==> src/source/axi_master_cfg.svh <==
`ifndef AXI_MASTER_CFG_SVH
`define AXI_MASTER_CFG_SVH

// AXI bus widths
`define AXI_ADDR_W 32
`define AXI_DATA_W 32
`define AXI_ID_W   4
`define AXI_LEN_W  4

// Local memory, 4 KB of bytes
`define MEM_BYTES  4096
`define MEM_ADDR_W 12

`endif

==> src/source/axi_pkg.sv <==
`include "axi_master_cfg.svh"

package axi_pkg;

    // Burst kinds as carried on ARBURST, 2'b11 is reserved
    typedef enum logic [1:0] {
        FIXED = 2'b00,
        INCR  = 2'b01,
        WRAP  = 2'b10
    } axi_burst_e;

    // log2 of bytes per beat
    typedef logic [2:0] axi_size_t;

    typedef enum logic [1:0] {
        OKAY   = 2'b00,
        EXOKAY = 2'b01,
        SLVERR = 2'b10,
        DECERR = 2'b11
    } axi_resp_t;

    typedef logic [`AXI_ID_W-1:0]   axi_id_t;
    typedef logic [`AXI_ADDR_W-1:0] axi_addr_t;
    typedef logic [`AXI_LEN_W-1:0]  axi_len_t;

endpackage

==> src/source/rd_addr_channel.sv <==
`timescale 1ns/1ps

module rd_addr_channel (
    input  logic                clk,
    input  logic                rst_n,
    input  logic                req_valid_i,
    input  axi_pkg::axi_id_t    req_id_i,
    input  axi_pkg::axi_addr_t  req_addr_i,
    input  axi_pkg::axi_len_t   req_len_i,
    input  axi_pkg::axi_size_t  req_size_i,
    input  axi_pkg::axi_burst_e req_burst_i,
    input  logic                arready_i,
    input  logic                burst_end_i,
    output logic                req_ready_o,
    output axi_pkg::axi_id_t    arid_o,
    output axi_pkg::axi_addr_t  araddr_o,
    output axi_pkg::axi_len_t   arlen_o,
    output axi_pkg::axi_size_t  arsize_o,
    output axi_pkg::axi_burst_e arburst_o,
    output logic                arvalid_o,
    output logic                burst_active_o
);
    typedef enum logic [1:0] {
        ST_IDLE,
        ST_ADDR,
        ST_DATA
    } state_e;

    state_e state_q;
    state_e state_d;

    always_comb begin
        state_d = state_q;
        case (state_q)
            ST_IDLE: begin
                if (req_valid_i) begin
                    state_d = ST_ADDR;
                end
            end
            ST_ADDR: begin
                if (arready_i) begin
                    state_d = ST_DATA;
                end
            end
            ST_DATA: begin
                if (burst_end_i) begin
                    state_d = ST_IDLE;
                end
            end
            default: begin
                state_d = ST_IDLE;
            end
        endcase
    end

    always_ff @(posedge clk or negedge rst_n) begin
        if (!rst_n) begin
            state_q <= ST_IDLE;
        end else begin
            state_q <= state_d;
        end
    end

    // AR fields stay put from the request until the next one is taken
    always_ff @(posedge clk) begin
        if (req_valid_i && req_ready_o) begin
            arid_o    <= req_id_i;
            araddr_o  <= req_addr_i;
            arlen_o   <= req_len_i;
            arsize_o  <= req_size_i;
            arburst_o <= req_burst_i;
        end
    end

    assign req_ready_o    = (state_q == ST_IDLE);
    assign arvalid_o      = (state_q == ST_ADDR);
    assign burst_active_o = (state_q == ST_DATA);

endmodule

==> config.mk <==
export PLATFORM = sky130hd
export DESIGN_NAME = rd_addr_channel
export DESIGN_NICKNAME = d
export VERILOG_FILES = /design/src/source/axi_pkg.sv /design/src/source/rd_addr_channel.sv
export VERILOG_INCLUDE_DIRS = /design/src /design/src/source
export SDC_FILE = /design/constraint.sdc
export NUM_CORES = 1
export LEC_CHECK = 0
export ABC_AREA = 1
export BUFFER_PORTS_ARGS = -buffer_cell sky130_fd_sc_hd__clkbuf_2
export CAP_MARGIN = 40
export CELL_PAD_IN_SITES_DETAIL_PLACEMENT = 1
export CELL_PAD_IN_SITES_GLOBAL_PLACEMENT = 2
export CORE_ASPECT_RATIO = 1.1
export CORE_UTILIZATION = 25
export CTS_BUF_LIST = sky130_fd_sc_hd__clkbuf_4
export CTS_CLUSTER_SIZE = 28
export DETAILED_ROUTE_END_ITERATION = 10
export PLACE_DENSITY_LB_ADDON = 0.1
export SYNTH_ARGS = -nofsm -noshare
export SYNTH_HDL_FRONTEND = slang
export SYNTH_SLANG_ARGS = --single-unit
==> constraint.sdc <==
create_clock -name clk -period 3 [get_ports clk]
set_clock_uncertainty 0.15 [all_clocks]
set_input_delay 0.6 -clock clk [delete_from_list [all_inputs] [get_ports clk]]
set_output_delay 0.6 -clock clk [all_outputs]
set_load 0.02 [all_outputs]
=== After elaboration in Yosys (flattened, before gate mapping) ===
Cells that the tools add are included.

* Register bits after elaboration: 47

* Equality and inequality tests: 5
* Muxes and demuxes: 4
* Reductions and logical operators: 3

{| class="wikitable"
|+ Operators by type and width
! kind !! number
|-
| $mux 2 || 3
|-
| $ne 2x2->1 const B || 3
|-
| $pmux 2 s3 || 1
|-
| $reduce_and 3->1 || 1
|-
| $eq 2x1->1 const B || 1
|-
| $eq 2x2->1 const B || 1
|-
| $logic_not 2->1 || 1
|-
| $logic_and 1x1->1 || 1
|}

=== Longest topological paths before layout ===
* Word-level depth: 3
* Mapped depth: 4
* Gate-level depth less buffers: 4

=== Worst setup path after synthesis ===
No wires, ideal clock.

* Kind: register to register
* Start point: register state_q[0]
* End point: register araddr_o[0] (enable)
* Setup time: 0.448 ns
* Data arrival time: 2.663 ns
* Data required time: 2.402 ns
* Setup slack: -0.260 ns
* Cell stages (with the launch flop): 4
* Buffers on the path: 0
* Period minus slack after synthesis: 3.260 ns
* Path through: dfrtp_1 nor2_2 inv_1 nor2_1

* Cells in the longest elaborated chain, start to end: 2

{| class="wikitable"
|+ Ends and longest elaborated chain
! what !! RTL line !! RTL
|-
| from (decl) || rd_addr_channel.sv:29 || <nowiki>state_e state_q;</nowiki>
|-
| from (signal assigned) || rd_addr_channel.sv:60 || <nowiki>state_q <= state_d;</nowiki>
|-
| $logic_not 2->1 || rd_addr_channel.sv:75 || <nowiki>assign req_ready_o = (state_q == ST_IDLE);</nowiki>
|-
| via req_ready_o || rd_addr_channel.sv:14 || <nowiki>output logic req_ready_o,</nowiki>
|-
| $logic_and 1x1->1 || rd_addr_channel.sv:66 || <nowiki>if (req_valid_i && req_ready_o) begin</nowiki>
|-
| to (signal assigned) || rd_addr_channel.sv:68 || <nowiki>araddr_o <= req_addr_i;</nowiki>
|-
| to (decl) || rd_addr_channel.sv:16 || <nowiki>output axi_pkg::axi_addr_t araddr_o,</nowiki>
|}

The timed path passes the listed nets, and every way through them passes these cells.
A chain may end at the register's enable or synchronous reset.

=== Worst setup path in the final report ===
* Start point: register state_q[1]
* End point: output arvalid_o

* Cells in the longest elaborated chain, start to end: 1

{| class="wikitable"
|+ Ends and longest elaborated chain
! what !! RTL line !! RTL
|-
| $eq 2x1->1 || rd_addr_channel.sv:76 || <nowiki>assign arvalid_o = (state_q == ST_ADDR);</nowiki>
|-
| to (decl) || rd_addr_channel.sv:20 || <nowiki>output logic arvalid_o,</nowiki>
|}

Every way passes these cells.

==> results.md <==
- Clk sinks: 47
- Main combinational cell family by area after synthesis: simple AND/OR/NAND/NOR gates
- Share of the synthesized area in the top cell type: approximately 92%
- Syn nets: 112
- Reg2reg start: state_q[0]
- Post-synthesis compound-gate area fraction: 1.36%
- Initial antenna violation count: 0
- Antenna viol nets, final: 0
- TritonCTS buffer count: 5
- Fin crit period: 1.98 ns
- Port-buffer cells: between 90 and 100
- # DRC: 0
- Met2 usage: 20.8%
- Worst-margin pin slew: around 0.47 ns
- Worst setup margin: between 1 and 1.5 ns
- Hold Crit Start: req_addr_i[13]
- Leading area contributor after synthesis: edfxtp_1
- RSZ-0062 raised after global routing: false
- Post-DP HPWL: around 2.7 mm
- Setup bufs post-CTS: 0
- WHS Path Cells: 1
- Num rows: 28
- Antenna Cells: 0
- Status: completed
- Seq/Total Area, Yosys: approximately 95%
- Setup tns final: 0 ns
- Static leakage: 0.951 nW
- Mux share of post-synthesis cell area: 0%
- GRT Util Overall: roughly 11%
- Largest net degree at the start of global routing: 32
- Pwr/cell area: between 700 and 800 mW/mm^2
- Yosys reg bits: 47
- Violation count after the first detailed-route iteration: 41
- Headroom to the max-slew limit: between 60% and 70%
- DRT Pass-1 Iters: 4
- Vias in the first global route: ~950
- Critical Path End Type: primary output
- Post-Syn Instances: between 60 and 70
- # fillers: ~600
- Fin. max-slew vios: 0
- Largest cells by area after synthesis: edfxtp_1 92%, dfrtp_1 3.4%, inv_1 1.3%
- Die area: about 0.0062 mm^2
- M3 GR Usage: ~4.2%
- Crit-path max FO: 4
- Largest stage delay on the critical path: 0.42 ns
- Worst R2R Setup Slack: ~1.2 ns
- Final WL: around 3.4 mm
- Max-cap violations: 0
- First-pass GRT wire length: between 4 and 5 mm
- Post-Synth Adder-Cell Area: 0%
- Met1 Use GR: approximately 10%
- Placer Congestion: 0.631
- Syn avg cell area: approximately 24 um^2
- Top cell by count, worst path: inv_1
- CORE AREA: about 0.0055 mm^2
- CTS tree: built
- CP max-delay cell: dfrtp_1
- Area grow syn2layout: 45.7%
- Layout cell share with drive strength beyond 1: about two thirds
- CP delay by family, top: flip-flops
- DR vias/cell: 3.84
- Mapped cell area: 0.00148 mm^2
- Via Count: 936
- Library cells used by synthesis: 10
- CTS H-tree depth: 2
- Maximum clock path buffer count: 2
- Crit path DAT: ~1.2 ns
- Crit path launch type: flop
- Warnings from Yosys: 0
- Synth Area in Simple Gates: between 2 and 2.5%
- FMAX: 506 MHz
- Setup slack at placement: ~1.1 ns
- Critical path class: flop to primary output
- Final #Nets: ~220
- Worst-Skew Late Latency: about 0.34 ns
- Boundary pin count: just under 100
- Worst hold path type: input port to flop
- Post-Synth XOR/XNOR Area: 0%
- Clock transition at path regs: approximately 0.13 ns
- R2R depth: 4
- Reg2reg end: araddr_o[19]
- Starting Density: 26.7%
- WP buf/inv: 3
- Fin crit share: between 60% and 70%
- Die width: 75.2 um
- Max IR drop VDD: between 0.0003 and 0.0004 V
- WHS Endpoint: araddr_o[13]
- Grt ovf: 0
- WL/cell: 14.0 um
- Post_cts resized: 0
- CTS Root Cell: clkbuf_4
- GRT busiest layer: met2
- Die Height: ~83 um
- Critical Path RT: between 2 and 2.5 ns
- Final setup fails: 0
- Hold_buf cts: 1
- Fin. Hold Viols: 0
- Worst-path cell chain: inv_1 > nand2_1 > inv_1 > clkbuf_2
==> synth_stat cells <==
cell type,number
o21ai_2,1
edfxtp_1,45
nand3_1,1
nor2_1,2
inv_1,5
nor2_2,1
dfrtp_1,2
nor3_1,1
nand2_1,3
o21bai_2,1
==> worst max path at each step <==
stage	start	to	slack (ns)	depth (start not counted)
2_1_floorplan	state_q[0]	araddr_o[0]	0.48	3
3_5_place_dp	req_valid_i	araddr_o[13]	1.06	4
4_1_cts	state_q[1]	arvalid_o	0.99	4
5_1_grt	state_q[1]	arvalid_o	0.94	4
6_report	state_q[1]	arvalid_o	1.02	4
3_3_place_gp	req_valid_i	araddr_o[13]	1.12	4
==> layout make-up <==
type	instances	area, um^2	area share (%)
clock buffer	6	45.0	2.10
clock inverter	2	12.5	0.582
inverter	5	18.8	0.873
multi-input combinational	10	62.6	2.91
sequential	47	1400	65.2
tap	75	93.8	4.37
timing repair buffer	99	515	24.0
==> worst register-to-register path, delay by kind of cell (launching register included) <==
| kind | cells | cell delay, ns |
|---|---|---|
| buffers and inverters | 2 | 0.38 |
| DFF | 1 | 0.45 |
| and+or+nand+nor | 2 | 0.55 |
==> report_power, final <==
| part | leakage [nW] | switching (mW) | internal, mW |
|---|---|---|---|
| logic | 0.471 | 0.339 | 0.145 |
| registers | 0.448 | 0.0424 | 0.887 |
| clock network | 0.0317 | 0.190 | 0.0998 |
| total | 0.951 | 0.572 | 1.13 |
==> per-stage QoR <==
step           power, mW  util, %  area (um^2)  hold WS (ns)  instances
2_1_floorplan       1.23        -         1480         0.154         62
4_1_cts             1.73     38.8         2150         0.244        244
3_5_place_dp        1.44     37.6         2080         0.243        235
3_3_place_gp        1.42     37.6         2080         0.238        235
6_report            1.70     38.8         2150         0.267        244
5_1_grt             1.79     38.8         2150         0.234        244
==> flip-flops by register name, indices dropped and copies added (netlist names) <==
signal	cells
arsize_o	3
state_q	2
arid_o	4
arburst_o	2
araddr_o	32
arlen_o	4
==> logic make-up after synthesis <==
logic type             count (synthesis)
flip-flops                            47
AO/OA/AOI/OAI                          2
AND/OR/NAND/NOR                        8
buffers and inverters                  5
==> layer usage <==
layer | share of wire [%] | wire (um)
met1 | 34 | 1160
met5 | 0 | 0
met3 | 7.4 | 252
met4 | 1.5 | 50
met2 | 57 | 1950
==> layout by cell type, fill, tap and decap left out, drive strengths merged <==
cell type,instances
clkinv,1
dlygate4sd3,1
inv,5
clkinvlp,1
o21bai,1
o21ai,1
nor3,1
nand3,1
buf,1
nand2,3
edfxtp,45
clkbuf,103
dfrtp,2
nor2,3
No activity file was read; power rests on OpenSTA's default activity.
