$ cat config.mk
export PLATFORM = sky130hd
export DESIGN_NAME = rd_data_channel
export DESIGN_NICKNAME = d
export VERILOG_FILES = /design/src/source/axi_pkg.sv /design/src/source/mem_pkg.sv /design/src/source/burst_addr_gen.sv /design/src/source/rd_data_channel.sv
export VERILOG_INCLUDE_DIRS = /design/src /design/src/source
export SDC_FILE = /design/constraint.sdc
export NUM_CORES = 1
export LEC_CHECK = 0
export ABC_AREA = 0
export BUFFER_PORTS_ARGS = -buffer_cell sky130_fd_sc_hd__buf_2
export CAP_MARGIN = 5
export CORE_ASPECT_RATIO = 1.1
export CORE_UTILIZATION = 40
export CTS_CLUSTER_DIAMETER = 150
export DETAILED_ROUTE_END_ITERATION = 6
export PLACE_DENSITY = 0.77
export SLEW_MARGIN = 20
export SYNTH_ARGS = -nofsm -noshare
export SYNTH_HDL_FRONTEND = slang
export SYNTH_SLANG_ARGS = --single-unit
$ cat constraint.sdc
create_clock -name clk -period 3.75 [get_ports clk]
set_input_delay 0.375 -clock clk [delete_from_list [all_inputs] [get_ports clk]]
set_output_delay 0.375 -clock clk [all_outputs]
set_load 0.01 [all_outputs]
$ cat src/source/axi_master_cfg.svh
`ifndef AXI_MASTER_CFG_SVH
`define AXI_MASTER_CFG_SVH

// AXI bus widths
`define AXI_ADDR_W 32
`define AXI_DATA_W 32
`define AXI_ID_W   4
`define AXI_LEN_W  4

// Local memory, 4 KB of bytes
`define MEM_BYTES  4096
`define MEM_ADDR_W 12

`endif

$ cat src/source/axi_pkg.sv
`include "axi_master_cfg.svh"

package axi_pkg;

    // Burst kinds as carried on ARBURST, 2'b11 is reserved
    typedef enum logic [1:0] {
        FIXED = 2'b00,
        INCR  = 2'b01,
        WRAP  = 2'b10
    } axi_burst_e;

    // log2 of bytes per beat
    typedef logic [2:0] axi_size_t;

    typedef enum logic [1:0] {
        OKAY   = 2'b00,
        EXOKAY = 2'b01,
        SLVERR = 2'b10,
        DECERR = 2'b11
    } axi_resp_t;

    typedef logic [`AXI_ID_W-1:0]   axi_id_t;
    typedef logic [`AXI_ADDR_W-1:0] axi_addr_t;
    typedef logic [`AXI_LEN_W-1:0]  axi_len_t;

endpackage

$ cat src/source/mem_pkg.sv
`include "axi_master_cfg.svh"

package mem_pkg;

    // One storage cell of the local memory
    typedef logic [7:0] mem_byte_t;

    // Byte index into the local memory
    typedef logic [`MEM_ADDR_W-1:0] mem_addr_t;

endpackage

$ cat src/source/burst_addr_gen.sv
`timescale 1ns/1ps

module burst_addr_gen (
    input  logic                clk,
    input  logic                rst_n,
    input  logic                load_i,
    input  mem_pkg::mem_addr_t  start_addr_i,
    input  axi_pkg::axi_len_t   len_i,
    input  axi_pkg::axi_size_t  size_i,
    input  axi_pkg::axi_burst_e burst_i,
    input  logic                step_i,
    output mem_pkg::mem_addr_t  addr_o
);
    import axi_pkg::*;
    import mem_pkg::*;

    mem_addr_t  addr_q;
    mem_addr_t  beat_bytes_q;
    mem_addr_t  wrap_bytes_q;
    axi_burst_e burst_q;
    mem_addr_t  addr_inc;

    assign addr_inc = addr_q + beat_bytes_q;
    assign addr_o   = addr_q;

    always_ff @(posedge clk or negedge rst_n) begin
        if (!rst_n) begin
            addr_q       <= '0;
            beat_bytes_q <= '0;
            wrap_bytes_q <= '0;
            burst_q      <= FIXED;
        end else if (load_i) begin
            addr_q       <= start_addr_i;
            beat_bytes_q <= mem_addr_t'(1) << size_i;
            // Window size is beats times beat bytes, a power of two for legal WRAP lengths
            wrap_bytes_q <= (mem_addr_t'(len_i) + 1'b1) << size_i;
            burst_q      <= burst_i;
        end else if (step_i) begin
            case (burst_q)
                INCR: begin
                    addr_q <= addr_inc;
                end
                WRAP: begin
                    // Crossing the window end folds back to its aligned base
                    if ((addr_inc & (wrap_bytes_q - 1'b1)) == '0) begin
                        addr_q <= addr_inc - wrap_bytes_q;
                    end else begin
                        addr_q <= addr_inc;
                    end
                end
                default: begin
                    addr_q <= addr_q;
                end
            endcase
        end
    end

endmodule

$ cat src/source/rd_data_channel.sv
`timescale 1ns/1ps
`include "axi_master_cfg.svh"

module rd_data_channel (
    input  logic                   clk,
    input  logic                   rst_n,
    input  logic                   burst_active_i,
    input  logic                   ar_start_i,
    input  axi_pkg::axi_addr_t     araddr_i,
    input  axi_pkg::axi_len_t      arlen_i,
    input  axi_pkg::axi_size_t     arsize_i,
    input  axi_pkg::axi_burst_e    arburst_i,
    input  logic [`AXI_DATA_W-1:0] rdata_i,
    input  axi_pkg::axi_resp_t     rresp_i,
    input  logic                   rlast_i,
    input  logic                   rvalid_i,
    output logic                   rready_o,
    output logic                   burst_end_o,
    output logic                   done_o,
    output axi_pkg::axi_resp_t     resp_o,
    output logic                   mem_we_o,
    output mem_pkg::mem_addr_t     mem_waddr_o,
    output logic [`AXI_DATA_W-1:0] mem_wdata_o,
    output axi_pkg::axi_size_t     mem_wsize_o
);
    import axi_pkg::*;

    logic      beat;
    axi_resp_t worst_q;
    axi_resp_t worst_d;

    // Ready for the whole data phase, so beats are never dropped mid-burst
    assign rready_o    = burst_active_i;
    assign beat        = rvalid_i && rready_o;
    assign burst_end_o = beat && rlast_i;

    assign mem_we_o    = beat;
    assign mem_wdata_o = rdata_i;
    assign mem_wsize_o = arsize_i;

    burst_addr_gen u_addr_gen (
        .clk          (clk),
        .rst_n        (rst_n),
        .load_i       (ar_start_i),
        .start_addr_i (araddr_i[`MEM_ADDR_W-1:0]),
        .len_i        (arlen_i),
        .size_i       (arsize_i),
        .burst_i      (arburst_i),
        .step_i       (beat),
        .addr_o       (mem_waddr_o)
    );

    // DECERR beats SLVERR, SLVERR beats OKAY
    always_comb begin
        worst_d = worst_q;
        if (rresp_i == DECERR) begin
            worst_d = DECERR;
        end else if (rresp_i == SLVERR && worst_q != DECERR) begin
            worst_d = SLVERR;
        end
    end

    always_ff @(posedge clk or negedge rst_n) begin
        if (!rst_n) begin
            worst_q <= OKAY;
            done_o  <= 1'b0;
            resp_o  <= OKAY;
        end else begin
            done_o <= burst_end_o;
            if (ar_start_i) begin
                worst_q <= OKAY;
            end else if (beat) begin
                worst_q <= worst_d;
            end
            // Last beat's own response is folded in here
            if (burst_end_o) begin
                resp_o <= worst_d;
            end
        end
    end

endmodule

== After elaboration in Yosys (flattened, before gate mapping) ==
Index checks and enable logic that the tools add are counted.

* Bits of input ports: 81
* Register bits: 43
* Logic and storage cells: 34
* Output and inout port bits: 53

* Eq/ne operators: 5
* Bitwise logic cells: 1
* Add/sub/neg operators: 4
* Shifts and indexed selects: 2
* Muxes and demuxes: 8
* Reductions and logical operators: 7

{| class="wikitable"
|+ Operator list
! cell !! number
|-
| $mux 12 || 3
|-
| $pmux 12 s2 || 1
|-
| $add 12x12->12 || 1
|-
| $and 12x12->12 || 1
|-
| $logic_not 12->1 || 1
|-
| $shl 1x3->12 const A || 1
|-
| $shl 12x3->12 || 1
|-
| $sub 12x1->12 const B || 1
|-
| $sub 12x12->12 || 1
|-
| $mux 2 || 4
|-
| $eq 2x2->1 const B || 3
|-
| $add 4x1->5 const B || 1
|-
| $logic_and 1x1->1 || 3
|-
| $reduce_bool 3->1 || 1
|-
| $eq 2x1->1 const B || 1
|-
| $ne 2x2->1 const B || 1
|-
| $reduce_and 2->1 || 1
|-
| $reduce_bool 2->1 || 1
|}

== Depth between registers and ports, before layout ==
Gate-level depths: netlist of the first run.

* Word-level depth: 7
* Depth in mapped cells: 16
* Mapped depth without buffers: 15

== Hierarchy ==
From an unflattened synthesis of the first run, not the netlist that was laid out.

* Cells, all modules: 375
* Area total of the unflattened synthesis: 3296.9 µm²

{| class="wikitable"
|+ Modules (own cells, without submodules)
! module !! area each (µm²) !! instances !! cells each !! seq. area each (µm²)
|-
| burst_addr_gen || 2825.2 || 1 || 318 || 850.8
|-
| rd_data_channel || 471.7 || 1 || 57 || 125.1
|}

== Worst setup path after synthesis of the first run ==
Ideal clock, no wire load.

* Path kind: register to register
* Start point: register u_addr_gen.addr_q[0] (netlist: u_addr_gen.addr_o[0])
* End point: register u_addr_gen.addr_q[11] (netlist: u_addr_gen.addr_o[11])
* Buffers on the path: 0
* Setup time: 0.142 ns
* Period minus slack after synthesis: 3.453 ns
* Arrival: 3.310 ns
* Cell stages (with the launch flop): 16
* Setup slack: 0.297 ns
* Required time: 3.608 ns
* Path through: dfrtp_1 -> ha_1 -> fa_1 -> a21o_1 -> a221oi_2 -> o21bai_1 -> a21oi_2 -> xnor2_1 -> ha_1 -> nand3_1 -> o2111ai_1 -> o211ai_1 -> xnor2_1 -> a2111oi_1 -> xnor2_1 -> a21oi_1

* Cells in the longest elaborated chain, start to end: 7
* Elaborated cells on any way between the ends: 8
* Those cells by class: 2 x add/sub; 4 x mux; 1 x bitwise; 1 x reduce/logical

{| class="wikitable"
|+ Ends and longest elaborated chain
! item !! line !! source
|-
| from (decl) || burst_addr_gen.sv:17 || <nowiki>mem_addr_t addr_q;</nowiki>
|-
| from (signal assigned) || burst_addr_gen.sv:33 || <nowiki>addr_q <= start_addr_i;</nowiki>
|-
| from (signal assigned) || burst_addr_gen.sv:41 || <nowiki>addr_q <= addr_inc;</nowiki>
|-
| from (signal assigned) || burst_addr_gen.sv:46 || <nowiki>addr_q <= addr_inc - wrap_bytes_q;</nowiki>
|-
| $add 12x12->12 (*) || burst_addr_gen.sv:23 || <nowiki>assign addr_inc = addr_q + beat_bytes_q;</nowiki>
|-
| parallel branches: the longest is 3 deep, another holds $sub 12x12->12 || - ||
|-
| $pmux 12 s2 (*) || burst_addr_gen.sv:39 || <nowiki>case (burst_q)</nowiki>
|-
| $mux 12 (*) || burst_addr_gen.sv:38 || <nowiki>end else if (step_i) begin</nowiki>
|-
| $mux 12 (*) || burst_addr_gen.sv:32 || <nowiki>end else if (load_i) begin</nowiki>
|}

Every way passes the cells marked *. The select of a mux whose other input is x is not followed.
A chain may end at the register's enable or synchronous reset.

== Worst setup path in the final report of the first run ==
Same ends and word-level chain as after synthesis.

==> load_flow_metrics.sql, run 1 <==
INSERT INTO impl_metrics (metric_group, metric, value, unit) VALUES
('yosys', 'post-synth-top-area-cell', 'sky130_fd_sc_hd__dfrtp_1', ''),
('power', 'internal-power', '1.11', 'mW'),
('cts', 'tritoncts', 'done', ''),
('finish', 'post_route_cells_drive_above_1_share', '23.6', '%'),
('power', 'power_frac_comb', '51.7', '%'),
('yosys', 'synth_top_area_share', '28.6', '%'),
('sta', 'fin_crit_sh', '99.5', '%'),
('sta', 'postLayoutSetupSlackWorst', '0.0186', 'ns'),
('cts', 'cts_hold_repair.buffers', '0', ''),
('sta', 'layout_skew', '0.00688', 'ns'),
('yosys', 'avgSynthCellArea', '8.58', 'µm²'),
('worst_setup_path', 'crit_path_max_fanout', '3', ''),
('place', 'dp_hpwl', '6.27', 'mm'),
('finish', 'register_area', '977', 'µm²'),
('finish', 'num-nets-final', '525', ''),
('global_routing', 'groute.usage.overall', '18.9', '%'),
('floorplanning', 'start_util', '42.2', '%'),
('worst_setup_path', 'timing.critical_path.from_type', 'register', ''),
('run', 'cap_viol_max_count', '0', ''),
('sta', 'rsz0062_at_grt', 'true', ''),
('routing', 'antenna_left', '0', ''),
('routing', 'drt-wirelength-per-cell', '16.2', 'µm'),
('power', 'peakVddDrop', '0.000291', 'V'),
('global_routing', 'grt.overflow.total', '0', ''),
('routing', 'routed_via_density', '5.58', ''),
('cts', 'clock_insertion_delay_at_the_later_pin_of_the_skew_report', '0.30', 'ns'),
('routing', 'drt_wl_total', '8.53', 'mm'),
('sta', 'finalCriticalPeriod', '3.73', 'ns'),
('worst_setup_path', 'timing.reg2reg.worst_path_depth', '16', ''),
('yosys', 'post_synth_main_area_contributors', 'sky130_fd_sc_hd__dfrtp_1 29%, sky130_fd_sc_hd__ha_1 8.1%, sky130_fd_sc_hd__buf_4 7.9%', ''),
('global_routing', 'grt_pass1_wl', '13.7', 'mm'),
('floorplanning', 'core.rowCount', '34', ''),
('finish', 'layout_fillers', '802', ''),
('sta', 'worst_pin_slew', '0.929', 'ns'),
('cts', 'clock_sink_count', '39', ''),
('cts', 'clk_pin_slew_worst_paths', '0.08', 'ns'),
('yosys', 'syn_area', '3410', 'µm²'),
('cts', 'clock_tree.buffer_depth', '2', ''),
('worst_setup_path', 'crit_path_start', 'u_addr_gen.addr_o[0]', ''),
('finish', 'insertedDiodeCount', '0', ''),
('power', 'leakage', '1.72', 'nW'),
('global_routing', 'grt_antenna_before_repair', '0', ''),
('cts', 'root_cell_of_the_clock_tree', 'sky130_fd_sc_hd__clkbuf_8', ''),
('yosys', 'synth.top_cells.by_count', '39 x sky130_fd_sc_hd__dfrtp_1, 36 x sky130_fd_sc_hd__buf_4, 34 x sky130_fd_sc_hd__nand2_1', ''),
('yosys', 'syn_inst', '397', ''),
('routing', 'route.detailed.drc', '0', ''),
('yosys', 'ys_types', '68', ''),
('floorplanning', 'io_pins', '134', ''),
('status', 'result_of_the_run', 'finished, final reports clean', ''),
('sta', 'final_setup_violation_count', '0', ''),
('yosys', 'synth.ff_latch_count', '39', ''),
('global_routing', 'first_global_vias', '2936', ''),
('finish', 'multi_input_comb_area', '2070', 'µm²'),
('yosys', 'synth-seq-area-share', '28.6', '%'),
('sta', 'slew_violations', '0', ''),
('cts', 'clock_tree.htree_level_count', '2', ''),
('power', 'power.share.switching', '39.1', '%'),
('worst_setup_path', 'timing.rr.start', 'u_addr_gen.addr_o[0]', ''),
('power', 'share_clk_of_total_power', '19.7', '%'),
('floorplanning', 'chipWidth', '90.0', 'µm'),
('worst_setup_path', 'timing_worst_setup_path_type', 'reg -> reg', ''),
('place', 'placedCellCount', '517', ''),
('worst_setup_path', 'required', '3.90', 'ns'),
('finish', 'final_core_util', '46.4', '%'),
('sta', 'maxClockFrequency', '268', 'MHz'),
('place', 'place_ws', '-0.0170', 'ns'),
('place', 'gp_congestion', '0.874', ''),
('sta', 'setup_tns_final', '0', 'ns'),
('worst_setup_path', 'critical_path_arrival', '3.88', 'ns'),
('sta', 'worst_hold_slack', '0.212', 'ns'),
('yosys', 'ys.warnings.count', '0', '');
[area by class of cell]
cell class,count,area share [%]
tap,108,3.60
inverter,25,2.50
clock buffer,5,1.83
timing repair buffer,65,9.74
sequential,39,26.1
clock inverter,2,1.00
multi-input combinational,284,55.3
[worst paths after layout]
| check | slack [ns] | end |
|---|---|---|
| hold / removal | 0.21 | resp_o[1] |
| hold reg to reg | 0.48 | resp_o[0] |
| setup reg to reg | 0.02 | u_addr_gen.addr_o[11] |
| max in group asynchronous | 2.92 | u_addr_gen.addr_o[1] |
| setup / recovery | 0.02 | u_addr_gen.addr_o[11] |
| min in group clk | 0.30 | u_addr_gen.burst_q[1] |
[cells in the final DEF (no fill, tap or decap), types with 3 or more instances in the layout]
master	synthesis	routed
sky130_fd_sc_hd__a211o_1	3	3
sky130_fd_sc_hd__a211oi_1	3	3
sky130_fd_sc_hd__a21o_1	5	5
sky130_fd_sc_hd__a21oi_1	21	21
sky130_fd_sc_hd__a22oi_1	3	3
sky130_fd_sc_hd__and2_1	6	5
sky130_fd_sc_hd__buf_2	1	49
sky130_fd_sc_hd__buf_4	36	16
sky130_fd_sc_hd__clkbuf_8	0	5
sky130_fd_sc_hd__dfrtp_1	39	38
sky130_fd_sc_hd__ha_1	22	18
sky130_fd_sc_hd__inv_1	23	23
sky130_fd_sc_hd__mux2_2	4	4
sky130_fd_sc_hd__mux2i_1	11	11
sky130_fd_sc_hd__nand2_1	34	34
sky130_fd_sc_hd__nand2b_1	8	8
sky130_fd_sc_hd__nand3_1	10	9
sky130_fd_sc_hd__nor2_1	20	20
sky130_fd_sc_hd__nor3_1	9	9
sky130_fd_sc_hd__o211ai_1	3	3
sky130_fd_sc_hd__o21ai_0	19	18
sky130_fd_sc_hd__o21ai_1	4	5
sky130_fd_sc_hd__o21bai_1	3	3
sky130_fd_sc_hd__o22ai_1	14	14
sky130_fd_sc_hd__o2bb2ai_1	6	6
sky130_fd_sc_hd__xnor2_1	18	18
sky130_fd_sc_hd__xor2_1	6	6
[power by group through the flow]
stage | registers (mW) | clock network (mW) | logic, mW
6_report | 0.521 | 0.357 | 0.938
5_1_grt | 0.528 | 0.368 | 1.04
4_1_cts | 0.519 | 0.356 | 0.889
3_5_place_dp | 0.527 | 0 | 0.879
3_3_place_gp | 0.523 | 0 | 0.849
2_1_floorplan | 0.525 | 0 | 0.663
[sequential cells by signal, summed over array words and instances (netlist names)]
register                 flops
u_addr_gen.addr_o           12
resp_o                       2
u_addr_gen.wrap_bytes_q     12
worst_q                      2
done_o                       1
u_addr_gen.burst_q           2
u_addr_gen.beat_bytes_q      8
[worst max-delay path, stage by stage (launching register included)]
cell	delay [ns]
sky130_fd_sc_hd__dfrtp_1	0.39
sky130_fd_sc_hd__ha_2	0.21
sky130_fd_sc_hd__fa_2	0.36
sky130_fd_sc_hd__a21o_1	0.20
sky130_fd_sc_hd__a221oi_2	0.33
sky130_fd_sc_hd__o21bai_1	0.14
sky130_fd_sc_hd__a21oi_2	0.17
sky130_fd_sc_hd__o311ai_1	0.17
sky130_fd_sc_hd__ha_1	0.26
sky130_fd_sc_hd__nor3_1	0.23
sky130_fd_sc_hd__o2111ai_2	0.12
sky130_fd_sc_hd__o211ai_1	0.13
sky130_fd_sc_hd__xnor2_1	0.12
sky130_fd_sc_hd__a2111oi_2	0.37
sky130_fd_sc_hd__buf_4	0.18
sky130_fd_sc_hd__xnor2_1	0.11
sky130_fd_sc_hd__a21oi_1	0.08
[metrics by stage]
stage | instance area, µm² | total power [mW]
floorplan | 3410 | 1.19
global placement | 3550 | 1.37
finish | 3750 | 1.82
CTS | 3660 | 1.76
global route | 3750 | 1.94
detailed placement | 3550 | 1.41
[cell families after synthesis]
family / after synthesis / share of synthesized area, %
XOR/XNOR: 24 / 6.17
AO/OA/AOI/OAI: 113 / 23.0
multiplexers: 17 / 5.21
buffers and inverters: 74 / 12.4
AND/OR/NAND/NOR: 106 / 15.3
adder cells (fa/ha/maj): 24 / 9.25
flip-flops: 39 / 28.6
[per-layer routing]
metal	global-route usage (%)	vias to the layer above	wire, µm
met5	0	-	0
met4	5.83	0	165
met3	3.32	23	313
met2	34.3	75	4390
met1	22.9	1401	3660
li1	-	1445	-
[what timing repair did]
item / in CTS / in global routing
gates resized for setup: 1 / 12
buffers inserted: 0 / 4
cloned: 0 / 0
pin swaps: 0 / 5
endpoints found under the setup margin: 1 / 2
Note: power is estimated with default switching activity, not from simulation.
==> inputs of run 2 (changes only) <==
Settings changed: CORE_MARGIN from default to 5, HOLD_SLACK_MARGIN from default to 0.05.
==> run 2 against run 1 <==
  * Fmax is 0.39% higher
  * Non-clock buffer count is 1 higher
  * Global-route usage down 3.3 points
  * Flip-flop and latch count did not move
  * Wire length fell by 0.29%
  * Highest routed layer unchanged
  * Sequential power about the same
  * Critical endpoint unchanged
  * Setup slack better by 0.014 ns
  * Design area rose by 0.27%
  * Clock-buffer cell count rose by 1
  * Via count up 1.8%
==> load_flow_metrics.sql, run 2 (synthesized netlist as in run 1, its figures left out) <==
INSERT INTO impl_metrics (metric_group, metric, value, unit) VALUES
('status', 'result_of_the_run', 'finished, final reports clean', ''),
('finish', 'insertedDiodeCount', '0', ''),
('cts', 'clock_tree.htree_level_count', '2', ''),
('cts', 'clk_pin_slew_worst_paths', '0.08', 'ns'),
('worst_setup_path', 'timing_worst_setup_path_type', 'reg -> reg', ''),
('global_routing', 'grt_antenna_before_repair', '0', ''),
('global_routing', 'grt_start_max_net_pins', '40', ''),
('worst_setup_path', 'reg2reg_to', 'u_addr_gen.addr_o[11]', ''),
('sta', 'worst_pin_slew', '0.903', 'ns'),
('worst_setup_path', 'timing.rr.start', 'u_addr_gen.addr_o[1]', ''),
('routing', 'drt_wl_total', '8.50', 'mm'),
('worst_setup_path', 'timing.critical_path.from_type', 'register', ''),
('floorplanning', 'io_pins', '134', ''),
('cts', 'cts_inserted_buffers', '5', ''),
('min_path', 'hold_path.class', 'in -> async', ''),
('worst_setup_path', 'timing.reg2reg.worst_path_depth', '17', ''),
('finish', 'syn_to_final_growth', '10.4', '%'),
('finish', 'post_route_cells_drive_above_1_share', '23.5', '%'),
('sta', 'postLayoutSetupSlackWorst', '0.0331', 'ns'),
('finish', 'num-nets-final', '526', ''),
('worst_setup_path', 'cp-end-kind', 'register', ''),
('routing', 'detailed_routing_iteration_count_for_the_pre_antenna_repair_pass', '5', ''),
('worst_setup_path', 'crit_path_max_fanout', '3', ''),
('floorplanning', 'core_area', '8360', 'µm²'),
('worst_setup_path', 'timing.critical_path.cells', 'ha_1 > a21o_1 > and3_1 > or3_1 > and2_1 > ha_4 > nor2_1 > nor2_1 > o41ai_2 > buf_4 > o2111ai_2 > o211ai_1 > xnor2_1 > a2111oi_2 > buf_4 > xnor2_1 > a21oi_1', ''),
('sta', 'layout_skew', '0.00790', 'ns'),
('worst_setup_path', 'timing.reg2reg.setup_slack', '0.03', 'ns'),
('floorplanning', 'floorplan.die.height', '107', 'µm'),
('cts', 'clock_sink_count', '39', ''),
('global_routing', 'grt.overflow.total', '0', ''),
('worst_setup_path', 'critical_path_arrival', '3.86', 'ns'),
('routing', 'drt-wirelength-per-cell', '16.0', 'µm'),
('routing', 'route.detailed.drc', '0', ''),
('power', 'peakVddDrop', '0.000266', 'V'),
('finish', 'mostFrequentLayoutCell', 'sky130_fd_sc_hd__buf_2', ''),
('floorplanning', 'start_util', '40.7', '%'),
('worst_setup_path', 'critical_path.slowest_cell', 'sky130_fd_sc_hd__dfrtp_1', ''),
('cts', 'cts_hold_repair.buffers', '0', ''),
('global_routing', 'groute.usage.overall', '15.6', '%'),
('sta', 'slew_violations', '0', ''),
('floorplanning', 'chipWidth', '98.0', 'µm'),
('power', 'leakage', '1.73', 'nW'),
('floorplanning', 'core.rowCount', '35', ''),
('cts', 'root_cell_of_the_clock_tree', 'sky130_fd_sc_hd__clkbuf_8', ''),
('floorplanning', 'floorplan.die_area', '10500', 'µm²'),
('routing', 'routed_via_density', '5.62', ''),
('global_routing', 'first_global_vias', '2886', ''),
('sta', 'rsz0062_at_grt', 'true', ''),
('sta', 'final_setup_violation_count', '0', ''),
('worst_setup_path', 'critical_path.top_delay_family', 'compound AO/OA/AOI/OAI gates', ''),
('sta', 'finalCriticalPeriod', '3.72', 'ns'),
('routing', 'routed-via-count', '2997', ''),
('worst_setup_path', 'cp_num_buf_inv', '2', ''),
('routing', 'antenna_left', '0', ''),
('routing', 'drt_first_iter_violations', '198', ''),
('cts', 'clock_insertion_delay_at_the_later_pin_of_the_skew_report', '0.30', 'ns'),
('finish', 'final_standard_cell_count_with_taps_included_and_fillers_excluded', '533', ''),
('power', 'power_density', '474', 'nW/µm²'),
('run', 'cap_viol_max_count', '0', ''),
('sta', 'finalHoldViolations', '0', ''),
('finish', 'layout_fillers', '776', ''),
('sta', 'maxSlewHeadroom', '39.8', '%'),
('cts', 'tritoncts', 'done', ''),
('place', 'numPortBuffers', '49', ''),
('cts', 'clock_tree.buffer_depth', '2', ''),
('worst_setup_path', 'required', '3.89', 'ns'),
('place', 'placedCellCount', '521', ''),
('place', 'place_ws', '-0.0115', 'ns'),
('place', 'dp_hpwl', '6.41', 'mm'),
('finish', 'most_frequent_cells_in_the_layout', '49 x sky130_fd_sc_hd__buf_2, 39 x sky130_fd_sc_hd__dfrtp_1, 34 x sky130_fd_sc_hd__nand2_1', ''),
('sta', 'maxClockFrequency', '269', 'MHz'),
('place', 'gp_congestion', '0.876', ''),
('global_routing', 'grt_pass1_wl', '13.7', 'mm'),
('sta', 'fin_crit_sh', '99.1', '%'),
('worst_setup_path', 'max_incr_delay_on_cp', '0.43', 'ns');
[run 2: cell types whose count changed in the layout (fill, tap and decap cells not counted)]
cell                        before  now
sky130_fd_sc_hd__clkbuf_8        5    6
sky130_fd_sc_hd__bufinv_16       1    0
sky130_fd_sc_hd__and2_1          5    6
sky130_fd_sc_hd__nor3_1          9    8
sky130_fd_sc_hd__or3_4           1    0
sky130_fd_sc_hd__buf_4          16   17
sky130_fd_sc_hd__dfrtp_1        38   39
sky130_fd_sc_hd__nor3_2          0    1
sky130_fd_sc_hd__dfrtp_2         1    0
sky130_fd_sc_hd__clkinv_4        0    1
sky130_fd_sc_hd__or3_1           2    3
sky130_fd_sc_hd__and2_4          1    0
sky130_fd_sc_hd__ha_2            2    1
sky130_fd_sc_hd__ha_4            2    3
[run 2: metal layers]
metal	wire length, µm	GRT usage, %	vias to the layer above	part of all wire (%)
met1	3680	19.4	1434	43
met2	4230	28.2	94	50
met3	396	2.80	21	4.7
li1	-	-	1448	-
met4	194	3.26	0	2.3
met5	0	0	-	0
[run 2: worst max-delay path by stage]
stage	endpoint	cells after the start	start	slack (ns)
floorplan	u_addr_gen.addr_o[11]	15	u_addr_gen.addr_o[0]	0.30
global placement	u_addr_gen.addr_o[11]	16	u_addr_gen.addr_o[0]	0.04
detailed placement	u_addr_gen.addr_o[11]	16	u_addr_gen.addr_o[0]	-0.01
CTS	u_addr_gen.addr_o[11]	16	u_addr_gen.addr_o[0]	0.04
global route	u_addr_gen.addr_o[11]	17	u_addr_gen.beat_bytes_q[1]	-0.16
finish	u_addr_gen.addr_o[11]	17	u_addr_gen.addr_o[1]	0.03
[run 2: stage by stage]
step / hold WS [ns] / area [µm²] / utilization, % / setup TNS (ns) / power (mW)
after global placement: 0.466 / 3560 / 42.6 / 0 / 1.38
after detailed placement: 0.466 / 3560 / 42.6 / -0.0115 / 1.40
after CTS: 0.222 / 3660 / 43.8 / 0 / 1.72
after floorplan: 0.0794 / 3410 / - / 0 / 1.19
final: 0.204 / 3760 / 45.0 / 0 / 1.78
after global routing: 0.267 / 3760 / 45.0 / -0.155 / 1.92
[run 2: repair_timing]
action	in CTS	in global routing
endpoints found under the setup margin	1	1
buffers inserted	0	4
gates resized for setup	1	11
gates cloned	0	0
pin swaps	0	6
[run 2: cell type report]
| type | count | area, µm² | area share [%] |
|---|---|---|---|
| Clock buffer | 6 | 82.6 | 2.20 |
| Clock inverter | 2 | 16.3 | 0.432 |
| Inverter | 25 | 93.8 | 2.50 |
| Sequential cell | 39 | 976 | 25.9 |
| Multi-Input combinational cell | 284 | 2080 | 55.3 |
| Tap cell | 111 | 139 | 3.69 |
| Timing Repair Buffer | 66 | 373 | 9.91 |
[run 2: report_power, final]
part	switching, mW	internal, mW	total [mW]	leakage (nW)
combinational	0.505	0.452	0.956	1.19
sequential	0.0535	0.467	0.520	0.495
clock	0.158	0.150	0.308	0.0474
total	0.716	1.07	1.78	1.73
==> inputs of run 3 (changes only) <==
Settings changed: CAP_MARGIN 5 to 10, RECOVER_POWER from default to 100.
==> run 3 against run 2 <==
  * The run now ends with capacitance limit, slew limit left
  * Non-clock buffer count stayed put
  * First-iteration DRC count is 10% higher
  * Global-route usage stayed put
  * Setup slack worse by 0.013 ns
  * Die area stayed put
  * Cell count stayed put
  * Via count is 0.73% lower
  * Critical path depth stayed put
  * Register-to-register slack hardly changed
  * Clock power hardly changed
  * Critical endpoint unchanged
  * Largest cell class unchanged
  * Highest routed layer unchanged
==> load_flow_metrics.sql, run 3 (synthesized netlist as in run 1, its figures left out) <==
INSERT INTO impl_metrics (metric_group, metric, value, unit) VALUES
('finish', 'syn_to_final_growth', '9.58', '%'),
('worst_setup_path', 'timing.rr.start', 'u_addr_gen.beat_bytes_q[1]', ''),
('global_routing', 'grt_start_max_net_pins', '40', ''),
('cts', 'cts_hold_repair.buffers', '0', ''),
('place', 'numPortBuffers', '49', ''),
('worst_setup_path', 'cp-end-kind', 'register', ''),
('worst_setup_path', 'timing.reg2reg.setup_slack', '0.02', 'ns'),
('sta', 'maxSlewHeadroom', '-40.5', '%'),
('floorplanning', 'start_util', '40.7', '%'),
('routing', 'route.detailed.drc', '0', ''),
('cts', 'clock_tree.buffer_depth', '2', ''),
('routing', 'routed_via_density', '5.58', ''),
('routing', 'drt_wl_total', '8.46', 'mm'),
('routing', 'drt-wirelength-per-cell', '15.9', 'µm'),
('global_routing', 'grt.overflow.total', '0', ''),
('cts', 'root_cell_of_the_clock_tree', 'sky130_fd_sc_hd__clkbuf_8', ''),
('global_routing', 'grt_pass1_wl', '13.7', 'mm'),
('finish', 'most_frequent_cells_in_the_layout', '39 x sky130_fd_sc_hd__dfrtp_1, 34 x sky130_fd_sc_hd__nand2_1, 27 x sky130_fd_sc_hd__buf_2', ''),
('sta', 'final_setup_violation_count', '0', ''),
('routing', 'antenna_left', '0', ''),
('worst_setup_path', 'crit_path_max_fanout', '3', ''),
('floorplanning', 'floorplan.die_area', '10500', 'µm²'),
('worst_setup_path', 'timing_worst_setup_path_type', 'reg -> reg', ''),
('sta', 'slew_violations', '40', ''),
('finish', 'final_standard_cell_count_with_taps_included_and_fillers_excluded', '533', ''),
('min_path', 'min_from', 'arburst_i[1]', ''),
('place', 'gp_congestion', '0.876', ''),
('worst_setup_path', 'critical_path.top_delay_family', 'compound AO/OA/AOI/OAI gates', ''),
('cts', 'cts_inserted_buffers', '5', ''),
('cts', 'clk_pin_slew_worst_paths', '0.08', 'ns'),
('min_path', 'hold_path.class', 'in -> reg', ''),
('worst_setup_path', 'timing.critical_path.from_type', 'register', ''),
('floorplanning', 'floorplan.die.height', '107', 'µm'),
('finish', 'num-nets-final', '526', ''),
('worst_setup_path', 'required', '3.89', 'ns'),
('sta', 'postLayoutSetupSlackWorst', '0.0197', 'ns'),
('worst_setup_path', 'max_incr_delay_on_cp', '0.44', 'ns'),
('worst_setup_path', 'timing.reg2reg.worst_path_depth', '17', ''),
('floorplanning', 'io_pins', '134', ''),
('worst_setup_path', 'critical_path.slowest_cell', 'sky130_fd_sc_hd__dfrtp_1', ''),
('worst_setup_path', 'timing.critical_path.cells', 'ha_1 > a21o_1 > and3_1 > or3_1 > and2_1 > ha_4 > nor2_1 > nor2_1 > o41ai_2 > buf_4 > o2111ai_2 > o211ai_1 > xnor2_1 > a2111oi_2 > buf_4 > xnor2_1 > a21oi_1', ''),
('finish', 'insertedDiodeCount', '0', ''),
('floorplanning', 'chipWidth', '98.0', 'µm'),
('floorplanning', 'core.rowCount', '35', ''),
('sta', 'finalHoldViolations', '0', ''),
('place', 'placedCellCount', '521', ''),
('sta', 'rsz0062_at_grt', 'true', ''),
('power', 'leakage', '1.66', 'nW'),
('cts', 'clock_tree.htree_level_count', '2', ''),
('global_routing', 'groute.usage.overall', '15.6', '%'),
('run', 'cap_viol_max_count', '1', ''),
('place', 'place_ws', '-0.0115', 'ns'),
('power', 'peakVddDrop', '0.000265', 'V'),
('power', 'power_density', '476', 'nW/µm²'),
('cts', 'tritoncts', 'done', ''),
('status', 'violations', 'capacitance limit, slew limit', ''),
('finish', 'mostFrequentLayoutCell', 'sky130_fd_sc_hd__dfrtp_1', ''),
('sta', 'maxClockFrequency', '268', 'MHz'),
('place', 'dp_hpwl', '6.41', 'mm'),
('finish', 'post_route_cells_drive_above_1_share', '18.0', '%'),
('worst_setup_path', 'critical_path_arrival', '3.87', 'ns'),
('global_routing', 'first_global_vias', '2886', ''),
('floorplanning', 'core_area', '8360', 'µm²'),
('routing', 'drt_first_iter_violations', '218', ''),
('min_path', 'hold_path_depth', '2', ''),
('cts', 'clock_insertion_delay_at_the_later_pin_of_the_skew_report', '0.30', 'ns'),
('status', 'result_of_the_run', 'finished with violations', ''),
('min_path', 'terminating_pin_of_the_worst_hold_path', 'u_addr_gen.burst_q[1]', ''),
('finish', 'layout_fillers', '789', ''),
('global_routing', 'grt_antenna_before_repair', '0', ''),
('sta', 'finalCriticalPeriod', '3.73', 'ns'),
('routing', 'detailed_routing_iteration_count_for_the_pre_antenna_repair_pass', '5', ''),
('routing', 'routed-via-count', '2975', ''),
('cts', 'clock_sink_count', '39', ''),
('worst_setup_path', 'reg2reg_to', 'u_addr_gen.addr_o[11]', ''),
('sta', 'worst_pin_slew', '2.11', 'ns'),
('sta', 'fin_crit_sh', '99.5', '%'),
('sta', 'layout_skew', '0.00754', 'ns'),
('worst_setup_path', 'cp_num_buf_inv', '2', '');
run 3: cell count changes in the layout (fill, tap and decap cells not counted):
cell / previous run / this run
sky130_fd_sc_hd__and2_0: 0 / 1
sky130_fd_sc_hd__and2_1: 6 / 5
sky130_fd_sc_hd__buf_2: 49 / 27
sky130_fd_sc_hd__buf_4: 17 / 16
sky130_fd_sc_hd__clkbuf_1: 0 / 22
sky130_fd_sc_hd__clkbuf_4: 0 / 1
sky130_fd_sc_hd__mux2_1: 2 / 3
sky130_fd_sc_hd__mux2_2: 4 / 3
run 3: metrics by stage:
step                area, µm²  hold WS, ns  util [%]  setup TNS (ns)  power [mW]
floorplan                3410       0.0794         -               0        1.19
global placement         3560        0.466      42.6               0        1.38
detailed placement       3560        0.466      42.6         -0.0115        1.40
CTS                      3660        0.222      43.8               0        1.72
global route             3730        0.306      44.6          -0.155        1.92
finish                   3730        0.304      44.6               0        1.78
run 3: cell type report:
type	count	area, µm²	area share (%)
Multi-Input combinational cell	284	2080	55.7
Sequential cell	39	976	26.1
Timing Repair Buffer	66	345	9.25
Tap cell	111	139	3.72
Inverter	25	93.8	2.51
Clock buffer	6	82.6	2.21
Clock inverter	2	16.3	0.436
run 3: metal layers:
metal  wire length [µm]  track usage (%)  vias up
met5                  0                0        -
met4                158             3.26        0
met3                381             2.80       17
met2               4250             28.2       85
met1               3660             19.4     1428
li1                   -                -     1445
run 3: worst max path at each step:
stage / end / startpoint / cells after the start
finish: u_addr_gen.addr_o[11] / u_addr_gen.beat_bytes_q[1] / 17
CTS: u_addr_gen.addr_o[11] / u_addr_gen.addr_o[0] / 16
floorplan: u_addr_gen.addr_o[11] / u_addr_gen.addr_o[0] / 15
global placement: u_addr_gen.addr_o[11] / u_addr_gen.addr_o[0] / 16
global route: u_addr_gen.addr_o[11] / u_addr_gen.beat_bytes_q[1] / 17
detailed placement: u_addr_gen.addr_o[11] / u_addr_gen.addr_o[0] / 16
run 3: worst register-to-register path: stages, from the launching register on:
cell	delay, ns
sky130_fd_sc_hd__dfrtp_1	0.44
sky130_fd_sc_hd__ha_1	0.30
sky130_fd_sc_hd__a21o_1	0.19
sky130_fd_sc_hd__and3_1	0.20
sky130_fd_sc_hd__or3_1	0.37
sky130_fd_sc_hd__and2_1	0.21
sky130_fd_sc_hd__ha_4	0.27
sky130_fd_sc_hd__nor2_1	0.04
sky130_fd_sc_hd__nor2_1	0.13
sky130_fd_sc_hd__o41ai_2	0.10
sky130_fd_sc_hd__buf_4	0.15
sky130_fd_sc_hd__o2111ai_2	0.19
sky130_fd_sc_hd__o211ai_1	0.13
sky130_fd_sc_hd__xnor2_1	0.15
sky130_fd_sc_hd__a2111oi_2	0.33
sky130_fd_sc_hd__buf_4	0.18
sky130_fd_sc_hd__xnor2_1	0.11
sky130_fd_sc_hd__a21oi_1	0.08
run 3: repair_timing:
action,4_1_cts,5_1_grt
gates cloned,0,0
endpoints found under the setup margin,1,1
pin swaps,0,6
resized for setup,1,11
setup buffers,0,4
run 3: power by group:
group / internal [mW] / total [mW] / switching (mW)
clock network: 0.150 / 0.308 / 0.158
logic: 0.443 / 0.948 / 0.504
registers: 0.467 / 0.522 / 0.0547
total: 1.06 / 1.78 / 0.717
